<file path="src/nibble_seq_pkg.sv">
// nibble sequencer package with the loop FSM states and nibble index constants
package nibble_seq_pkg;

    // width of the nibble index and of nibbles_m1
    localparam int IDX_W = 3;

    // lowest nibble, start of upward runs and end of RSHFT runs
    localparam logic [IDX_W-1:0] IDX_FIRST = '0;

    // highest nibble, caps the increment-mode run
    localparam logic [IDX_W-1:0] IDX_LAST = '1;

    // loop FSM states
    // LOAD lasts one cycle, RUN one cycle per nibble
    typedef enum logic [1:0] {
        IDLE = 2'd0,
        LOAD = 2'd1,
        RUN  = 2'd2,
        DONE = 2'd3
    } seq_state_t;

endpackage

</file>
<file path="src/nibble_alu_pkg.sv">
// nibble ALU package with the opcode set and datapath widths of the serial ALU
package nibble_alu_pkg;

    // width of one ALU slice
    localparam int NIBBLE_W = 4;

    // width of the operand and result words
    localparam int WORD_W = 32;

    // nibbles per word, also the longest possible run
    localparam int NIBBLES = WORD_W / NIBBLE_W;

    // opcodes understood by the nibble ALU
    // arithmetic and logic ops walk upward from nibble 0
    // RSHFT walks downward from the top processed nibble
    typedef enum logic [2:0] {
        ADD   = 3'd0,
        SUB   = 3'd1,
        AND   = 3'd2,
        XOR   = 3'd3,
        RSHFT = 3'd4
    } alu_op_t;

endpackage
</file>
<file path="src/nibble_loop_unit.sv">
// nibble loop unit, the top of the nibble-serial 32-bit ALU with a req/ack handshake
`timescale 1ns/1ns

module nibble_loop_unit
    import nibble_alu_pkg::*, nibble_seq_pkg::*;
(
    input  logic              clk,
    input  logic              rst_n,
    input  logic              req,
    input  alu_op_t           op,
    input  logic [WORD_W-1:0] word_a,
    input  logic [WORD_W-1:0] word_b,
    input  logic [WORD_W-1:0] preset,
    input  logic [IDX_W-1:0]  nibbles_m1,
    output logic              ack,
    output logic [WORD_W-1:0] result,
    output logic              carry_out
);

    logic                load;
    logic                step;
    logic [IDX_W-1:0]    idx;
    logic [NIBBLE_W-1:0] nib_res;
    logic                nib_carry;

    nibble_sequencer nibble_sequencer_inst (
        .clk        (clk),
        .rst_n      (rst_n),
        .req        (req),
        .op         (op),
        .nibbles_m1 (nibbles_m1),
        .nib_carry  (nib_carry),
        .ack        (ack),
        .load       (load),
        .step       (step),
        .idx        (idx)
    );

    nibble_alu nibble_alu_inst (
        .clk       (clk),
        .rst_n     (rst_n),
        .op        (op),
        .word_a    (word_a),
        .word_b    (word_b),
        .idx       (idx),
        .load      (load),
        .step      (step),
        .nib_res   (nib_res),
        .nib_carry (nib_carry),
        .carry_out (carry_out)
    );

    nibble_result_assembler nibble_result_assembler_inst (
        .clk     (clk),
        .rst_n   (rst_n),
        .preset  (preset),
        .idx     (idx),
        .load    (load),
        .step    (step),
        .nib_res (nib_res),
        .result  (result)
    );

endmodule

</file>
<file path="src/nibble_result_assembler.sv">
// result assembler that loads the preset word and writes ALU nibbles into it by index
`timescale 1ns/1ns

module nibble_result_assembler
    import nibble_alu_pkg::*, nibble_seq_pkg::*;
(
    input  logic                clk,
    input  logic                rst_n,
    input  logic [WORD_W-1:0]   preset,
    input  logic [IDX_W-1:0]    idx,
    input  logic                load,
    input  logic                step,
    input  logic [NIBBLE_W-1:0] nib_res,
    output logic [WORD_W-1:0]   result
);

    // result held as nibbles so a single slice can be replaced
    logic [NIBBLES-1:0][NIBBLE_W-1:0] word_q;

    always_ff @(posedge clk or negedge rst_n) begin
        if (!rst_n) begin
            word_q <= '0;
        end else if (load) begin
            // nibbles outside the processed range keep these values
            word_q <= preset;
        end else if (step) begin
            word_q[idx] <= nib_res;
        end
    end

    // held stable through DONE until the next load
    assign result = word_q;

    // after a load the word only moves on a step
    no_write_after_load: assert property (@(posedge clk) disable iff (!rst_n)
        (load ##1 !step) |=> $stable(result));

endmodule

</file>
<file path="src/nibble_alu.sv">
// nibble ALU that computes one 4-bit slice per cycle and keeps the carry between nibbles
`timescale 1ns/1ns

module nibble_alu
    import nibble_alu_pkg::*, nibble_seq_pkg::*;
(
    input  logic                clk,
    input  logic                rst_n,
    input  alu_op_t             op,
    input  logic [WORD_W-1:0]   word_a,
    input  logic [WORD_W-1:0]   word_b,
    input  logic [IDX_W-1:0]    idx,
    input  logic                load,
    input  logic                step,
    output logic [NIBBLE_W-1:0] nib_res,
    output logic                nib_carry,
    output logic                carry_out
);

    logic [NIBBLES-1:0][NIBBLE_W-1:0] a_nibs;
    logic [NIBBLES-1:0][NIBBLE_W-1:0] b_nibs;
    logic [NIBBLE_W-1:0]              a_nib;
    logic [NIBBLE_W-1:0]              b_nib;
    logic [NIBBLE_W-1:0]              b_eff;
    logic [NIBBLE_W:0]                sum;
    logic                             carry_q;

    // view both words as nibble arrays and pick the current slice
    assign a_nibs = word_a;
    assign b_nibs = word_b;
    assign a_nib  = a_nibs[idx];
    assign b_nib  = b_nibs[idx];

    // SUB is A + ~B with the carry acting as a no-borrow flag
    assign b_eff = (op == SUB) ? ~b_nib : b_nib;
    assign sum   = {1'b0, a_nib} + {1'b0, b_eff} + {{NIBBLE_W{1'b0}}, carry_q};

    always_comb begin
        nib_res   = '0;
        nib_carry = 1'b0;
        case (op)
            ADD, SUB: begin
                nib_res   = sum[NIBBLE_W-1:0];
                nib_carry = sum[NIBBLE_W];
            end
            AND: begin
                nib_res = a_nib & b_nib;
            end
            XOR: begin
                nib_res = a_nib ^ b_nib;
            end
            RSHFT: begin
                // bit dropped off the upper nibble enters at the top of this one
                nib_res   = {carry_q, a_nib[NIBBLE_W-1:1]};
                nib_carry = a_nib[0];
            end
            default: begin
                nib_res = '0;
            end
        endcase
    end

    always_ff @(posedge clk or negedge rst_n) begin
        if (!rst_n) begin
            carry_q <= 1'b0;
        end else if (load) begin
            carry_q <= (op == SUB);
        end else if (step) begin
            carry_q <= nib_carry;
        end
    end

    assign carry_out = carry_q;

    // sequencer keeps the load strobe and the run phase apart
    load_step_excl: assert property (@(posedge clk) disable iff (!rst_n)
        !(load && step));

endmodule

</file>
<file path="src/nibble_sequencer.sv">
// nibble sequencer that runs the req/ack handshake, the loop FSM and the nibble index
`timescale 1ns/1ns

module nibble_sequencer
    import nibble_alu_pkg::*, nibble_seq_pkg::*;
(
    input  logic             clk,
    input  logic             rst_n,
    input  logic             req,
    input  alu_op_t          op,
    input  logic [IDX_W-1:0] nibbles_m1,
    // carry out of the nibble being processed this cycle
    input  logic             nib_carry,
    output logic             ack,
    output logic             load,
    output logic             step,
    output logic [IDX_W-1:0] idx
);

    seq_state_t       state;
    seq_state_t       state_next;
    logic [IDX_W-1:0] idx_q;
    logic [IDX_W-1:0] start_idx;
    logic             ack_q;
    logic             reverse;
    logic             inc_mode;
    logic             last_nibble;

    // RSHFT is the only op that walks from the top down
    assign reverse = (op == RSHFT);

    // single-nibble ADD is the program-counter increment case
    assign inc_mode = (op == ADD) && (nibbles_m1 == IDX_FIRST);

    assign start_idx = reverse ? nibbles_m1 : IDX_FIRST;

    // decides whether the nibble in flight is the final one
    always_comb begin
        if (inc_mode) begin
            // keep rippling while the carry survives and never past the top nibble
            last_nibble = !nib_carry || (idx_q == IDX_LAST);
        end else if (reverse) begin
            last_nibble = (idx_q == IDX_FIRST);
        end else begin
            last_nibble = (idx_q == nibbles_m1);
        end
    end

    always_comb begin
        state_next = state;
        case (state)
            IDLE: begin
                if (req) begin
                    state_next = LOAD;
                end
            end
            LOAD: begin
                state_next = RUN;
            end
            RUN: begin
                if (last_nibble) begin
                    state_next = DONE;
                end
            end
            DONE: begin
                // leave only once the requester has seen ack and let go of req
                if (ack_q && !req) begin
                    state_next = IDLE;
                end
            end
            default: begin
                state_next = IDLE;
            end
        endcase
    end

    always_ff @(posedge clk or negedge rst_n) begin
        if (!rst_n) begin
            state <= IDLE;
            ack_q <= 1'b0;
        end else begin
            state <= state_next;
            // ack comes one edge after DONE is entered and falls as DONE is left
            ack_q <= (state == DONE) && (state_next == DONE);
        end
    end

    always_ff @(posedge clk or negedge rst_n) begin
        if (!rst_n) begin
            idx_q <= IDX_FIRST;
        end else if (state == LOAD) begin
            idx_q <= start_idx;
        end else if ((state == RUN) && !last_nibble) begin
            idx_q <= reverse ? idx_q - IDX_W'(1) : idx_q + IDX_W'(1);
        end
    end

    assign ack  = ack_q;
    assign load = (state == LOAD);
    assign step = (state == RUN);
    assign idx  = idx_q;

    // ack must never be seen outside DONE
    ack_in_done: assert property (@(posedge clk) disable iff (!rst_n)
        ack_q |-> (state == DONE));

    // a run never starts straight out of IDLE without its load cycle
    no_step_idle: assert property (@(posedge clk) disable iff (!rst_n)
        (state == IDLE) |=> !step);

    // requester keeps op steady while the transaction is open
    op_stable: assert property (@(posedge clk) disable iff (!rst_n)
        (req && !ack_q) ##1 (req && !ack_q) |-> $stable(op));

endmodule

</file>
<file path="config.mk">
export PLATFORM = sky130hd
export DESIGN_NAME = nibble_loop_unit
export DESIGN_NICKNAME = d
export VERILOG_FILES = /design/src/nibble_seq_pkg.sv /design/src/nibble_alu_pkg.sv /design/src/nibble_loop_unit.sv /design/src/nibble_result_assembler.sv /design/src/nibble_alu.sv /design/src/nibble_sequencer.sv
export SDC_FILE = /design/constraint.sdc
export NUM_CORES = 1
export LEC_CHECK = 0
export BUFFER_PORTS_ARGS = -buffer_cell sky130_fd_sc_hd__buf_4
export CAP_MARGIN = 30
export CORE_UTILIZATION = 48
export CTS_CLUSTER_SIZE = 28
export DETAILED_ROUTE_END_ITERATION = 12
export GPL_ROUTABILITY_DRIVEN = 0
export GPL_TIMING_DRIVEN = 0
export PLACE_DENSITY = 0.88
export SLEW_MARGIN = 25
export SYNTH_ARGS = -nofsm -noshare
export SYNTH_HDL_FRONTEND = slang
export SYNTH_SLANG_ARGS = --single-unit
export TNS_END_PERCENT = 10
</file>
<file path="constraint.sdc">
create_clock -name clk -period 4.4 [get_ports clk]
set_input_delay 0.88 -clock clk [delete_from_list [all_inputs] [get_ports clk]]
set_output_delay 0.88 -clock clk [all_outputs]
set_load 0.005 [all_outputs]
</file>
==> flow_summary.yaml <==
setup_path:
  worstSetupEndpointType: "flop"
  worst_path_most_repeated_cell: "sky130_fd_sc_hd__fa_1"
  critical_path.startpoint_type: "input port"
  worstSetupPathType: "input port to flop"
  crit_path_cell_trace: "buf_4 > clkbuf_1 > nor3_1 > xnor2_1 > fa_1 > inv_1 > fa_1 > xor2_1 > nor2_1 > a211oi_1 > a21oi_2 > a221oi_1"
  cp_data_arrival_time_ns: 3.92
  cp_data_required_time_ns: 4.60
  cpPeakStageDelay_ns: 0.72
  crit_fanout: 10
  crit_slowest_cell: "sky130_fd_sc_hd__nor3_1"
  reg2regPathDepth: 16
flow_run:
  drv_cap: 0
route:
  drt_iter0_markers: 435
  route.detailed.wl_per_inst_um: 18.6
  avgViaCountPerCell: 6.19
  first_pass_iters: 6
  drc: 0
  postRouteWirelength_mm: 10.4
  ant_nets: 0
  route.vias.total: 3459
grt:
  grt_start_max_net_pins: 40
  grt_usage_pct: 31.8
  grt_antenna_before_repair: 0
  grt-ovfl-total: 0
  wire_length_of_the_first_global_routing_pass_mm: 16.0
  number_of_global_route_vias_before_repair: 3264
timing:
  layout_setup_ws_ns: 0.685
  final-hold-violation-count: 0
  finalSetupViolCount: 0
  final_period_demand_of_the_worst_path_ns: 3.71
  period_utilisation_layout_pct: 84.4
  slew_viol_final: 0
  worst-slew-pin-transition_ns: 0.817
  setup_tns_ns: 0
  slew_headroom_pct: 45.1
  setup_repair_after_global_routing_missed_its_margin: "false"
  final.setup_skew_ns: 0.00472
  timing.fmax_mhz: 269
min_path:
  min-delay-path-class: "flop to flop"
  timing.hold.worst_path_depth: 2
power_and_ir_drop:
  cellLeakagePower_nw: 2.05
  peakVddDrop_v: 0.000461
  power_density_over_the_cells_nw_per_um2: 751
  p_total_mw: 3.27
layout:
  layout-area-overhead-vs-synth_pct: 39.9
  final_layout_size_suffix_gt1_share_pct: 36.6
  finish.utilization_pct: 71.3
  antenna_cells_inserted: 0
  layout.nets: 602
clocking:
  clock_tree.htree_level_count: 2
  cts_sinks: 39
  cts_root_buffer: "sky130_fd_sc_hd__clkbuf_8"
  cts.repair.resized: 0
  clk_path_buf_depth: 2
  cts_made_buffers: 5
  cts.reportedPaths.clkPinSlew_ns: 0.08
  count_of_hold_fix_buffers_inserted_at_cts: 0
  clock_latency_late_sink_ns: 0.30
  tritoncts_clock_tree: "yes"
  post_cts_buffers: 0
floorplan:
  boundaryPins: 139
  die_height_um: 82.5
  start_util_pct: 51.0
  die_w_um: 82.5
  die_area_um2: 6800
  core.rowCount: 28
  placeableCoreArea_um2: 6100
synthesis:
  synth_most_common_cell: "sky130_fd_sc_hd__dfrtp_1"
  synthesis.area_per_instance_um2: 9.17
  ffs_latches_synth: 39
  synthesized_net_count: 458
  synth_enable_flop_cells: 0
  synth_seq_area_share_pct: 31.4
  netlist.top_cell.by_area: "sky130_fd_sc_hd__dfrtp_1"
  synthFlopType: "sky130_fd_sc_hd__dfrtp_1"
  syn-instance-count: 339
  synthTopCellsByArea: "sky130_fd_sc_hd__dfrtp_1 31%, sky130_fd_sc_hd__a21oi_1 5.0%, sky130_fd_sc_hd__mux2i_1 4.5%, sky130_fd_sc_hd__ha_1 4.4%, sky130_fd_sc_hd__o22ai_1 3.4%"
  syn-cell-area_um2: 3110
  top_post_synthesis_cells_by_count: "39 x sky130_fd_sc_hd__dfrtp_1, 31 x sky130_fd_sc_hd__a21oi_1, 25 x sky130_fd_sc_hd__nor2_1"
  asyncSetResetFlopFracSynth_pct: 100
  synth.lib_cells_used.distinct: 67
  post-synth-top-area-fraction_pct: 31.4
  ys_warn_count: 0
place:
  post-dp-hpwl_mm: 8.17
  place.port_buffers: 137
  post-place-ws_ns: 0.444
outcome:
  result_of_the_run: "complete, no violations"
[final cells by class]
type,instances,area [µm²]
multi-input cells,260,1940
repair buffers,137,1030
plain buffers,23,125
clock buffers,6,82.6
clock inverters,2,35.0
well taps,75,93.8
inverters,17,63.8
fillers,469,1750
flip-flops and latches,39,976
[state kept, by name (all words and copies together), names as in the netlist]
register / flops
nibble_sequencer_inst.ack: 1
nibble_sequencer_inst.state: 2
nibble_result_assembler_inst.result: 32
nibble_sequencer_inst.idx: 3
nibble_alu_inst.carry_out: 1
[where the power goes]
part / switching (mW) / internal [mW]
Sequential: 0.110 / 0.537
Combinational: 1.30 / 1.01
Clock: 0.131 / 0.183
Total: 1.54 / 1.73
[cells in the final DEF (no fill, tap or decap), types with 3 or more instances in the layout]
| cell type | n |
|---|---|
| sky130_fd_sc_hd__buf_2 | 3 |
| sky130_fd_sc_hd__nand2_1 | 15 |
| sky130_fd_sc_hd__nor2b_1 | 9 |
| sky130_fd_sc_hd__buf_4 | 140 |
| sky130_fd_sc_hd__nor2_1 | 25 |
| sky130_fd_sc_hd__nand4_1 | 3 |
| sky130_fd_sc_hd__o21ai_0 | 16 |
| sky130_fd_sc_hd__nand3b_1 | 4 |
| sky130_fd_sc_hd__fa_1 | 3 |
| sky130_fd_sc_hd__buf_6 | 3 |
| sky130_fd_sc_hd__nand3_1 | 6 |
| sky130_fd_sc_hd__nor3b_1 | 3 |
| sky130_fd_sc_hd__mux2i_1 | 14 |
| sky130_fd_sc_hd__o22ai_1 | 17 |
| sky130_fd_sc_hd__a22oi_1 | 7 |
| sky130_fd_sc_hd__o21a_1 | 8 |
| sky130_fd_sc_hd__a21oi_1 | 31 |
| sky130_fd_sc_hd__dfrtp_1 | 39 |
| sky130_fd_sc_hd__xor2_1 | 7 |
| sky130_fd_sc_hd__mux4_2 | 4 |
| sky130_fd_sc_hd__a221o_1 | 4 |
| sky130_fd_sc_hd__and3_1 | 8 |
| sky130_fd_sc_hd__nor3_1 | 6 |
| sky130_fd_sc_hd__inv_1 | 16 |
| sky130_fd_sc_hd__a221oi_1 | 4 |
| sky130_fd_sc_hd__mux2_2 | 6 |
| sky130_fd_sc_hd__ha_1 | 11 |
| sky130_fd_sc_hd__clkbuf_8 | 6 |
| sky130_fd_sc_hd__clkbuf_1 | 12 |
[kinds of logic after synthesis]
| group | after synthesis | share of synthesized area, % |
|---|---|---|
| AOI/OAI and AO/OA | 122 | 28.2 |
| xor gates and xnor gates | 9 | 2.54 |
| adders and majority gates | 14 | 6.36 |
| buffers and inverters | 40 | 6.08 |
| DFF | 39 | 31.4 |
| muxes | 24 | 9.58 |
| and+or+nand+nor | 91 | 15.9 |
[metrics by stage]
| stage | area (µm²) | instances | hold slack [ns] |
|---|---|---|---|
| detailed placement | 4230 | 551 | 0.487 |
| finish | 4350 | 559 | 0.512 |
| global placement | 4230 | 551 | 0.474 |
| CTS | 4350 | 559 | 0.508 |
| global route | 4350 | 559 | 0.527 |
| floorplan | 3110 | 339 | 0.481 |
[metal layers]
metal	vias to the layer above	GRT usage, %	routed length, µm	part of all wire (%)
met5	-	0	0	0
met4	0	9.12	257	2.5
met3	28	6.04	891	8.6
met2	209	52.7	5200	50
met1	1657	42.1	4060	39
li1	1565	-	-	-
[critical path: cells and delay by family]
kind / cells / cell delay (ns)
XOR/XNOR: 2 / 0.38
adder cells (fa/ha/maj): 2 / 0.68
AO/OA/AOI/OAI: 3 / 0.75
buffers and inverters: 3 / 0.44
AND/OR/NAND/NOR: 2 / 0.77
[worst paths after layout]
kind / slack, ns / start / endpoint
worst max-delay path: 0.69 / op[1] / nibble_result_assembler_inst.result[18]$_DFFE_PN0P_
worst min-delay path: 0.51 / nibble_result_assembler_inst.result[17]$_DFFE_PN0P_ / nibble_result_assembler_inst.result[17]$_DFFE_PN0P_
worst max register to register: 0.70 / nibble_sequencer_inst.idx[1]$_DFFE_PN0P_ / nibble_result_assembler_inst.result[18]$_DFFE_PN0P_
worst min register to register: 0.51 / nibble_result_assembler_inst.result[17]$_DFFE_PN0P_ / nibble_result_assembler_inst.result[17]$_DFFE_PN0P_
max in group asynchronous: 3.52 / rst_n / nibble_result_assembler_inst.result[22]$_DFFE_PN0P_
min in group asynchronous: 0.54 / rst_n / nibble_result_assembler_inst.result[29]$_DFFE_PN0P_
No activity file was read; power rests on OpenSTA's default activity.
